File: config.mk
export PLATFORM = sky130hd
export DESIGN_NAME = smartnic_host
export DESIGN_NICKNAME = d
export VERILOG_FILES = /design/src/smartnic_host_pkg.sv /design/src/smartnic_host.sv /design/src/host_hash2qid.sv /design/src/axis_pkt_mux.sv /design/src/host_q_classify.sv /design/src/axis_pipe.sv
export SDC_FILE = /design/constraint.sdc
export NUM_CORES = 1
export LEC_CHECK = 0
export BUFFER_PORTS_ARGS = -buffer_cell sky130_fd_sc_hd__buf_4
export CORE_MARGIN = 4
export CORE_UTILIZATION = 50
export DETAILED_ROUTE_END_ITERATION = 7
export PLACE_DENSITY = 0.81
export SLEW_MARGIN = 20
export SYNTH_ARGS = -nofsm -noshare
export SYNTH_HDL_FRONTEND = slang
export SYNTH_SLANG_ARGS = --single-unit
File: constraint.sdc
create_clock -name core_clk -period 7.4 [get_ports core_clk]
set_input_delay 0.37 -clock core_clk [delete_from_list [all_inputs] [get_ports core_clk]]
set_output_delay 0.37 -clock core_clk [all_outputs]
set_load 0.02 [all_outputs]
File: src/smartnic_host_pkg.sv
package smartnic_host_pkg;

    // ----------------------------------------
    // stream and table dimensions
    // ----------------------------------------
    localparam int DATA_W     = 64;
    localparam int KEEP_W     = 8;
    localparam int QID_W      = 12;
    localparam int HASH_W     = 4;
    localparam int NUM_FN     = 4;
    localparam int TBL_DEPTH  = 16;
    localparam int TBL_AW     = $clog2(TBL_DEPTH);
    localparam int FAIL_CNT_W = 16;

    // ----------------------------------------
    // host function types
    // ----------------------------------------
    // range index i maps to type i, so lower type means higher priority
    typedef enum logic [1:0] {
        PF  = 2'd0,
        VF0 = 2'd1,
        VF1 = 2'd2,
        VF2 = 2'd3
    } fn_typ_t;

    // queue range, qid in [base, base + num_q)
    // num_q is one bit wider so a range can cover all 4096 queues
    typedef struct packed {
        logic [QID_W-1:0] base;
        logic [QID_W:0]   num_q;
    } q_range_t;

    // ----------------------------------------
    // beat payloads
    // ----------------------------------------
    // host to core, tagged with function type
    typedef struct packed {
        logic [DATA_W-1:0] data;
        logic [KEEP_W-1:0] keep;
        logic              last;
        fn_typ_t           typ;
    } h2c_beat_t;

    // core to host, hash already replaced by queue id
    typedef struct packed {
        logic [DATA_W-1:0] data;
        logic [KEEP_W-1:0] keep;
        logic              last;
        logic [QID_W-1:0]  qid;
    } c2h_beat_t;

endpackage
File: src/smartnic_host.sv
`timescale 1ns/100ps

module smartnic_host (
    input  logic                                     core_clk,
    input  logic                                     core_rstn,

    input  smartnic_host_pkg::q_range_t              q_range [smartnic_host_pkg::NUM_FN],

    input  logic                                     h2c_in_valid,
    output logic                                     h2c_in_ready,
    input  logic [smartnic_host_pkg::DATA_W-1:0]     h2c_in_data,
    input  logic [smartnic_host_pkg::KEEP_W-1:0]     h2c_in_keep,
    input  logic                                     h2c_in_last,
    input  logic [smartnic_host_pkg::QID_W-1:0]      h2c_in_qid,

    input  logic                                     pb_valid,
    output logic                                     pb_ready,
    input  logic [smartnic_host_pkg::DATA_W-1:0]     pb_data,
    input  logic [smartnic_host_pkg::KEEP_W-1:0]     pb_keep,
    input  logic                                     pb_last,
    input  smartnic_host_pkg::fn_typ_t               pb_typ,

    output logic                                     h2c_out_valid,
    input  logic                                     h2c_out_ready,
    output logic [smartnic_host_pkg::DATA_W-1:0]     h2c_out_data,
    output logic [smartnic_host_pkg::KEEP_W-1:0]     h2c_out_keep,
    output logic                                     h2c_out_last,
    output smartnic_host_pkg::fn_typ_t               h2c_out_typ,

    output logic [smartnic_host_pkg::FAIL_CNT_W-1:0] q_fail_cnt,

    input  logic                                     tbl_wr_en,
    input  logic [smartnic_host_pkg::TBL_AW-1:0]     tbl_wr_addr,
    input  logic [smartnic_host_pkg::QID_W-1:0]      tbl_wr_data,

    input  logic                                     c2h_in_valid,
    output logic                                     c2h_in_ready,
    input  logic [smartnic_host_pkg::DATA_W-1:0]     c2h_in_data,
    input  logic [smartnic_host_pkg::KEEP_W-1:0]     c2h_in_keep,
    input  logic                                     c2h_in_last,
    input  logic [smartnic_host_pkg::HASH_W-1:0]     c2h_in_hash,

    output logic                                     c2h_out_valid,
    input  logic                                     c2h_out_ready,
    output logic [smartnic_host_pkg::DATA_W-1:0]     c2h_out_data,
    output logic [smartnic_host_pkg::KEEP_W-1:0]     c2h_out_keep,
    output logic                                     c2h_out_last,
    output logic [smartnic_host_pkg::QID_W-1:0]      c2h_out_qid
);

    import smartnic_host_pkg::*;

    logic      cls_valid, cls_ready;
    h2c_beat_t cls_beat;
    logic      hp_valid, hp_ready;
    h2c_beat_t hp_beat;
    h2c_beat_t pb_beat;
    logic      mux_valid, mux_ready;
    h2c_beat_t mux_beat;
    h2c_beat_t out_beat;
    c2h_beat_t c2h_beat;

    // ----------------------------------------
    // host to core
    // ----------------------------------------
    host_q_classify u_classify (
        .core_clk (core_clk), .core_rstn (core_rstn), .q_range (q_range),
        .in_valid (h2c_in_valid), .in_ready (h2c_in_ready), .in_data (h2c_in_data),
        .in_keep (h2c_in_keep), .in_last (h2c_in_last), .in_qid (h2c_in_qid),
        .out_valid (cls_valid), .out_ready (cls_ready), .out_beat (cls_beat),
        .q_fail_cnt (q_fail_cnt)
    );

    axis_pipe #(.payload_t(h2c_beat_t)) u_host_pipe (
        .core_clk (core_clk), .core_rstn (core_rstn),
        .in_valid (cls_valid), .in_ready (cls_ready), .in_beat (cls_beat),
        .out_valid (hp_valid), .out_ready (hp_ready), .out_beat (hp_beat)
    );

    // playback fields already carry their type
    assign pb_beat = '{data: pb_data, keep: pb_keep, last: pb_last, typ: pb_typ};

    axis_pkt_mux u_mux (
        .core_clk (core_clk), .core_rstn (core_rstn),
        .in0_valid (hp_valid), .in0_ready (hp_ready), .in0_beat (hp_beat),
        .in1_valid (pb_valid), .in1_ready (pb_ready), .in1_beat (pb_beat),
        .out_valid (mux_valid), .out_ready (mux_ready), .out_beat (mux_beat)
    );

    axis_pipe #(.payload_t(h2c_beat_t)) u_out_pipe (
        .core_clk (core_clk), .core_rstn (core_rstn),
        .in_valid (mux_valid), .in_ready (mux_ready), .in_beat (mux_beat),
        .out_valid (h2c_out_valid), .out_ready (h2c_out_ready), .out_beat (out_beat)
    );

    assign h2c_out_data = out_beat.data;
    assign h2c_out_keep = out_beat.keep;
    assign h2c_out_last = out_beat.last;
    assign h2c_out_typ  = out_beat.typ;

    // ----------------------------------------
    // core to host
    // ----------------------------------------
    host_hash2qid u_hash2qid (
        .core_clk (core_clk), .core_rstn (core_rstn),
        .tbl_wr_en (tbl_wr_en), .tbl_wr_addr (tbl_wr_addr), .tbl_wr_data (tbl_wr_data),
        .in_valid (c2h_in_valid), .in_ready (c2h_in_ready), .in_data (c2h_in_data),
        .in_keep (c2h_in_keep), .in_last (c2h_in_last), .in_hash (c2h_in_hash),
        .out_valid (c2h_out_valid), .out_ready (c2h_out_ready), .out_beat (c2h_beat)
    );

    assign c2h_out_data = c2h_beat.data;
    assign c2h_out_keep = c2h_beat.keep;
    assign c2h_out_last = c2h_beat.last;
    assign c2h_out_qid  = c2h_beat.qid;

endmodule

File: src/host_hash2qid.sv
`timescale 1ns/100ps

module host_hash2qid (
    input  logic                                   core_clk,
    input  logic                                   core_rstn,

    input  logic                                   tbl_wr_en,
    input  logic [smartnic_host_pkg::TBL_AW-1:0]   tbl_wr_addr,
    input  logic [smartnic_host_pkg::QID_W-1:0]    tbl_wr_data,

    input  logic                                   in_valid,
    output logic                                   in_ready,
    input  logic [smartnic_host_pkg::DATA_W-1:0]   in_data,
    input  logic [smartnic_host_pkg::KEEP_W-1:0]   in_keep,
    input  logic                                   in_last,
    input  logic [smartnic_host_pkg::HASH_W-1:0]   in_hash,

    output logic                                   out_valid,
    input  logic                                   out_ready,
    output smartnic_host_pkg::c2h_beat_t           out_beat
);

    import smartnic_host_pkg::*;

    logic [QID_W-1:0] tbl [TBL_DEPTH];
    c2h_beat_t        lk_beat;

    // ----------------------------------------
    // hash to qid table
    // ----------------------------------------
    // cleared on reset, unwritten entries read as queue 0
    always_ff @(posedge core_clk) begin
        if (!core_rstn) begin
            for (int i = 0; i < TBL_DEPTH; i++) begin
                tbl[i] <= '0;
            end
        end else if (tbl_wr_en) begin
            tbl[tbl_wr_addr] <= tbl_wr_data;
        end
    end

    // lookup in the transfer cycle, a same-cycle write is not seen
    assign lk_beat = '{data: in_data, keep: in_keep, last: in_last, qid: tbl[in_hash]};

    // register stage for latency and back-pressure
    axis_pipe #(
        .payload_t (c2h_beat_t)
    ) u_out_pipe (
        .core_clk  (core_clk),
        .core_rstn (core_rstn),
        .in_valid  (in_valid),
        .in_ready  (in_ready),
        .in_beat   (lk_beat),
        .out_valid (out_valid),
        .out_ready (out_ready),
        .out_beat  (out_beat)
    );

endmodule

File: src/axis_pkt_mux.sv
`timescale 1ns/100ps

module axis_pkt_mux (
    input  logic                         core_clk,
    input  logic                         core_rstn,

    input  logic                         in0_valid,
    output logic                         in0_ready,
    input  smartnic_host_pkg::h2c_beat_t in0_beat,

    input  logic                         in1_valid,
    output logic                         in1_ready,
    input  smartnic_host_pkg::h2c_beat_t in1_beat,

    output logic                         out_valid,
    input  logic                         out_ready,
    output smartnic_host_pkg::h2c_beat_t out_beat
);

    // grant holds the locked input while busy, else the preferred one
    logic grant;
    logic busy;
    logic sel;

    // ----------------------------------------
    // arbitration
    // ----------------------------------------
    always_comb begin
        if (busy || (in0_valid && in1_valid)) begin
            sel = grant;
        end else begin
            // only one or no requester
            sel = in1_valid;
        end
    end

    always_ff @(posedge core_clk) begin
        if (!core_rstn) begin
            grant <= 1'b0;
            busy  <= 1'b0;
        end else if (out_valid) begin
            if (out_ready) begin
                // end of packet hands preference to the other side
                busy  <= !out_beat.last;
                grant <= out_beat.last ? ~sel : sel;
            end else begin
                // stalled beat keeps the same source until it goes
                busy  <= 1'b1;
                grant <= sel;
            end
        end
    end

    // ----------------------------------------
    // data path
    // ----------------------------------------
    assign out_valid = sel ? in1_valid : in0_valid;
    assign out_beat  = sel ? in1_beat : in0_beat;
    assign in0_ready = out_ready && !sel;
    assign in1_ready = out_ready && sel;

endmodule

File: src/host_q_classify.sv
`timescale 1ns/100ps

module host_q_classify (
    input  logic                                       core_clk,
    input  logic                                       core_rstn,

    input  smartnic_host_pkg::q_range_t                q_range [smartnic_host_pkg::NUM_FN],

    input  logic                                       in_valid,
    output logic                                       in_ready,
    input  logic [smartnic_host_pkg::DATA_W-1:0]       in_data,
    input  logic [smartnic_host_pkg::KEEP_W-1:0]       in_keep,
    input  logic                                       in_last,
    input  logic [smartnic_host_pkg::QID_W-1:0]        in_qid,

    output logic                                       out_valid,
    input  logic                                       out_ready,
    output smartnic_host_pkg::h2c_beat_t               out_beat,

    output logic [smartnic_host_pkg::FAIL_CNT_W-1:0]   q_fail_cnt
);

    import smartnic_host_pkg::*;

    logic              in_sop;
    logic              pkt_pass;
    fn_typ_t           pkt_typ;
    logic [NUM_FN-1:0] hit;
    fn_typ_t           enc_typ;
    logic              cur_pass;
    fn_typ_t           cur_typ;
    logic              in_xfer;

    // ----------------------------------------
    // range match and type select
    // ----------------------------------------
    // 14-bit compare, base + num_q can exceed 13 bits
    always_comb begin
        for (int i = 0; i < NUM_FN; i++) begin
            hit[i] = ({2'b00, in_qid} >= {2'b00, q_range[i].base}) &&
                     ({2'b00, in_qid} < ({2'b00, q_range[i].base} + {1'b0, q_range[i].num_q}));
        end
    end

    // lowest matching range wins
    always_comb begin
        enc_typ = PF;
        for (int i = NUM_FN - 1; i >= 0; i--) begin
            if (hit[i]) begin
                enc_typ = fn_typ_t'(2'(i));
            end
        end
    end

    // decision taken at sop, held until last
    assign cur_pass = in_sop ? |hit : pkt_pass;
    assign cur_typ  = in_sop ? enc_typ : pkt_typ;

    // failing beats are swallowed without waiting on the output
    assign in_ready = !cur_pass || !out_valid || out_ready;
    assign in_xfer  = in_valid && in_ready;

    always_ff @(posedge core_clk) begin
        if (!core_rstn) begin
            in_sop   <= 1'b1;
            pkt_pass <= 1'b0;
            pkt_typ  <= PF;
        end else if (in_xfer) begin
            in_sop   <= in_last;
            pkt_pass <= cur_pass;
            pkt_typ  <= cur_typ;
        end
    end

    // ----------------------------------------
    // output register
    // ----------------------------------------
    always_ff @(posedge core_clk) begin
        if (!core_rstn) begin
            out_valid <= 1'b0;
        end else if (!out_valid || out_ready) begin
            out_valid <= in_valid && cur_pass;
        end
    end

    always_ff @(posedge core_clk) begin
        if (in_xfer && cur_pass) begin
            out_beat <= '{data: in_data, keep: in_keep, last: in_last, typ: cur_typ};
        end
    end

    // one count per dropped packet, saturating
    always_ff @(posedge core_clk) begin
        if (!core_rstn) begin
            q_fail_cnt <= '0;
        end else if (in_xfer && in_sop && !(|hit) && (q_fail_cnt != '1)) begin
            q_fail_cnt <= q_fail_cnt + 1'b1;
        end
    end

endmodule

File: src/axis_pipe.sv
`timescale 1ns/100ps

module axis_pipe #(
    parameter type payload_t = smartnic_host_pkg::h2c_beat_t
) (
    input  logic     core_clk,
    input  logic     core_rstn,

    input  logic     in_valid,
    output logic     in_ready,
    input  payload_t in_beat,

    output logic     out_valid,
    input  logic     out_ready,
    output payload_t out_beat
);

    // ----------------------------------------
    // single entry register slice
    // ----------------------------------------
    // accept when empty or when the held beat leaves this cycle
    assign in_ready = !out_valid || out_ready;

    always_ff @(posedge core_clk) begin
        if (!core_rstn) begin
            out_valid <= 1'b0;
        end else if (in_ready) begin
            out_valid <= in_valid;
        end
    end

    // payload only moves on an input transfer
    always_ff @(posedge core_clk) begin
        if (in_valid && in_ready) begin
            out_beat <= in_beat;
        end
    end

endmodule

==> impl_metrics.csv <==
group,metric,value,unit
global_route,gr-usage-all-layers,0.276,
clock_tree,cts_tree,"yes",
run_status,outcome,"completed",
job,drv_cap,0,
placement,dp_hpwl,52.0,mm
placement,portBuffers,541,
synthesis,ys_types,69,
hold_path,holdPathStages,2,
clock_tree,postCtsSetupBuffers,0,
global_route,grt_pass1_wl,110,mm
hold_path,hold_path.class,"in2reg",
synthesis,syn_avg_cell_area,14.9,um^2
die,core_area,48100,um^2
timing,setup_viol,0,
synthesis,netlist_top_cells_count,"edfxtp_1, and2_1, ha_1",
synthesis,synth_top_area_frac,0.615,
setup_path,cp-start-kind,"primary input",
synthesis,syn_inst,1643,
die,die_height,229,um
synthesis,ys_warn_count,0,
layout,final_cells,3053,
die,rows,80,
setup_path,reg2regPathDepth,6,
routing,first_iter_violations,1549,
synthesis,ys_seq_area_frac,0.636,
layout,syn_to_final_growth,32.1,%
clock_tree,h-tree-depth,2,
timing,tightest_slew,1.09,ns
global_route,met3_usage,0.0750,
clock_tree,numCtsBuffers,51,
setup_path,required,7.03,ns
global_route,overflow,0,
synthesis,async_flop_share,0,
clock_tree,cts.sinks,528,
routing,dr.pass1.iters,6,
routing,routed_wirelength,74.7,mm
timing,slew_headroom,0.270,
global_route,grtUsageMet2,0.462,
pwr,cellLeakagePower,12.9,nW
setup_path,arrival,4.87,ns
setup_path,r2r-end,"u_classify.out_beat[29]",
setup_path,worst-path-max-fanout,5,
synthesis,synthTopCellsByArea,"edfxtp_1, ha_1, mux4_2, and2_1, mux2_2",
routing,final_antenna_net_count,0,
timing,rsz0062_at_grt,"no",
global_route,met1_usage,0.336,
timing,hold_viol_final,0,
synthesis,synth_edf_count,502,
global_route,grt_most_used_layer,"met2",
layout,finalNetCount,2847,
synthesis,synth_top_area_cell,"edfxtp_1",
die,io_pins,542,
synthesis,yosysMostFrequentCell,"edfxtp_1",
timing,fin_crit,5.24,ns
clock_tree,cts.clk_slew.worst_paths,0.06,ns
timing,max_freq,0.191,GHz
die,die-width,229,um
layout,fill_cells,3142,
clock_tree,clk_latency,0.60,ns
clock_tree,hold_buffers,146,
global_route,first_global_vias,17700,
setup_path,endpoint_kind,"output pin",
placement,gp_congestion,0.960,
global_route,antenna_found_initial,22,
layout,finalCoreUtilization,0.673,
timing,fin_ws,2.16,ns
pwr,power_density,230,nW/um^2
hold_path,whs_endpoint,"u_classify.pkt_typ[0]",
timing,drv_slew,0,
routing,vias_per_cell,5.65,
placement,dp_cells,2798,
clock_tree,cts_resized,0,
clock_tree,cts_buffer_depth,3,
die,start_util,0.509,
timing,fin_crit_sh,0.708,
synthesis,synth_area,24500,um^2
placement,place_ws,1.71,ns
routing,wl_per_cell,24.5,um
global_route,grt_max_degree,79,
synthesis,ys.flop_type,"edfxtp_1",
timing,tns,0,ns
setup_path,critPathKind,"in2out",
setup_path,reg2reg_slack,4.29,ns
hold_path,hp-start,"h2c_in_valid",
clock_tree,cts_root_buf,"clkbuf_16",
synthesis,syn-num-nets,2149,
routing,drc_errors,0,
pwr,ir_worst_vdd,0.194,mV
timing,clock_skew,0.0193,ns
synthesis,ys_ff_latch,528,
routing,vias,17200,
layout,layout-drive-gt1-share,0.326,
die,die_area,52600,um^2
setup_path,rr_startpoint,"u_host_pipe.out_valid",
[flip-flops by register name, summed over array words and instances, names as in the netlist, 2 cells and up]
register	cells
u_hash2qid.u_out_pipe.out_beat	85
u_classify.q_fail_cnt	16
u_classify.pkt_typ	2
u_out_pipe.out_beat	75
u_host_pipe.out_beat	75
u_hash2qid.tbl	192
u_classify.out_beat	75
[area by class of cell]
class                   instances  area [um^2]  share of cell area
clock buffers                  63         1320              0.0408
multi-input cells             983         8450               0.261
clock inverters                29          223             0.00688
repair buffers                707         5670               0.175
diodes                         17         42.5             0.00131
flip-flops and latches        528        15600               0.482
inverters                      70          263             0.00811
well taps                     656          821              0.0253
[critical path, cell delays in order]
cell      delay [ns]
buf_4           0.11
ha_1            0.22
fa_1            0.43
a211oi_1        0.27
o21bai_1        0.11
a21oi_1         0.28
nand2b_1        0.18
nand2b_1        0.06
a21oi_1         0.22
o21bai_1        0.09
a21oi_1         0.18
xor2_1          0.09
ha_1            0.30
and3_1          0.19
a221o_1         0.15
a21oi_1         0.06
or2_2           0.26
a32oi_1         0.24
a22oi_1         0.15
o31ai_1         0.64
buf_4           0.27
[stage by stage]
| stage | power, mW | hold slack [ns] | instance area (um^2) |
|---|---|---|---|
| 6_report | 7.45 | 0.0433 | 32400 |
| 5_1_grt | 7.74 | 0.0331 | 32400 |
| 4_1_cts | 7.43 | 0.0158 | 32300 |
| 3_5_place_dp | 4.94 | 0.405 | 29300 |
| 3_3_place_gp | 4.89 | 0.401 | 29300 |
| 2_1_floorplan | 4.40 | 0.400 | 24500 |
[power by group]
part	total [mW]	internal [mW]	leakage, nW	switching, mW
clock network	2.47	1.34	0.747	1.13
logic	1.33	0.612	7.16	0.715
registers	3.65	3.56	4.99	0.0842
total	7.45	5.52	12.9	1.93
[worst max-delay path by stage]
stage | from | to | slack, ns
floorplan | q_range[50] | u_classify.out_beat[0] | 1.17
detailed placement | q_range[50] | u_classify.out_beat[34] | 1.71
finish | q_range[50] | h2c_in_ready | 2.16
global placement | q_range[50] | u_classify.out_beat[40] | 1.76
CTS | q_range[50] | h2c_in_ready | 2.23
global route | q_range[50] | h2c_in_ready | 1.78
[cells by family after synthesis]
group           share of synthesized area
flops                               0.636
fa+ha+maj                          0.0752
compound gates                     0.0730
xor+xnor                           0.0136
simple gates                       0.0906
buf+inv                            0.0209
mux                                0.0908
[cell usage in the layout, fill, tap and decap left out, types with 29 or more instances in the layout]
master         Yosys  routed
buf_4              0     561
nand2_1           34      34
inv_1             70      70
nand3_1           29      29
clkbuf_16          0      51
mux2_2            75      75
and2_1           197     195
dlygate4sd3_1      0     146
edfxtp_1         502     502
o21ai_0           51      51
mux4_2            60      60
ha_1             141     141
a21oi_1           87      87
nor2_1            36      35
[per-layer routing]
| layer | routed length (um) | vias to the layer above |
|---|---|---|
| met2 | 36400 | 979 |
| met4 | 3770 | 6 |
| met5 | 34 | - |
| met1 | 27100 | 8347 |
| li1 | - | 7730 |
| met3 | 7360 | 175 |
(Power assumes the default switching activity.)
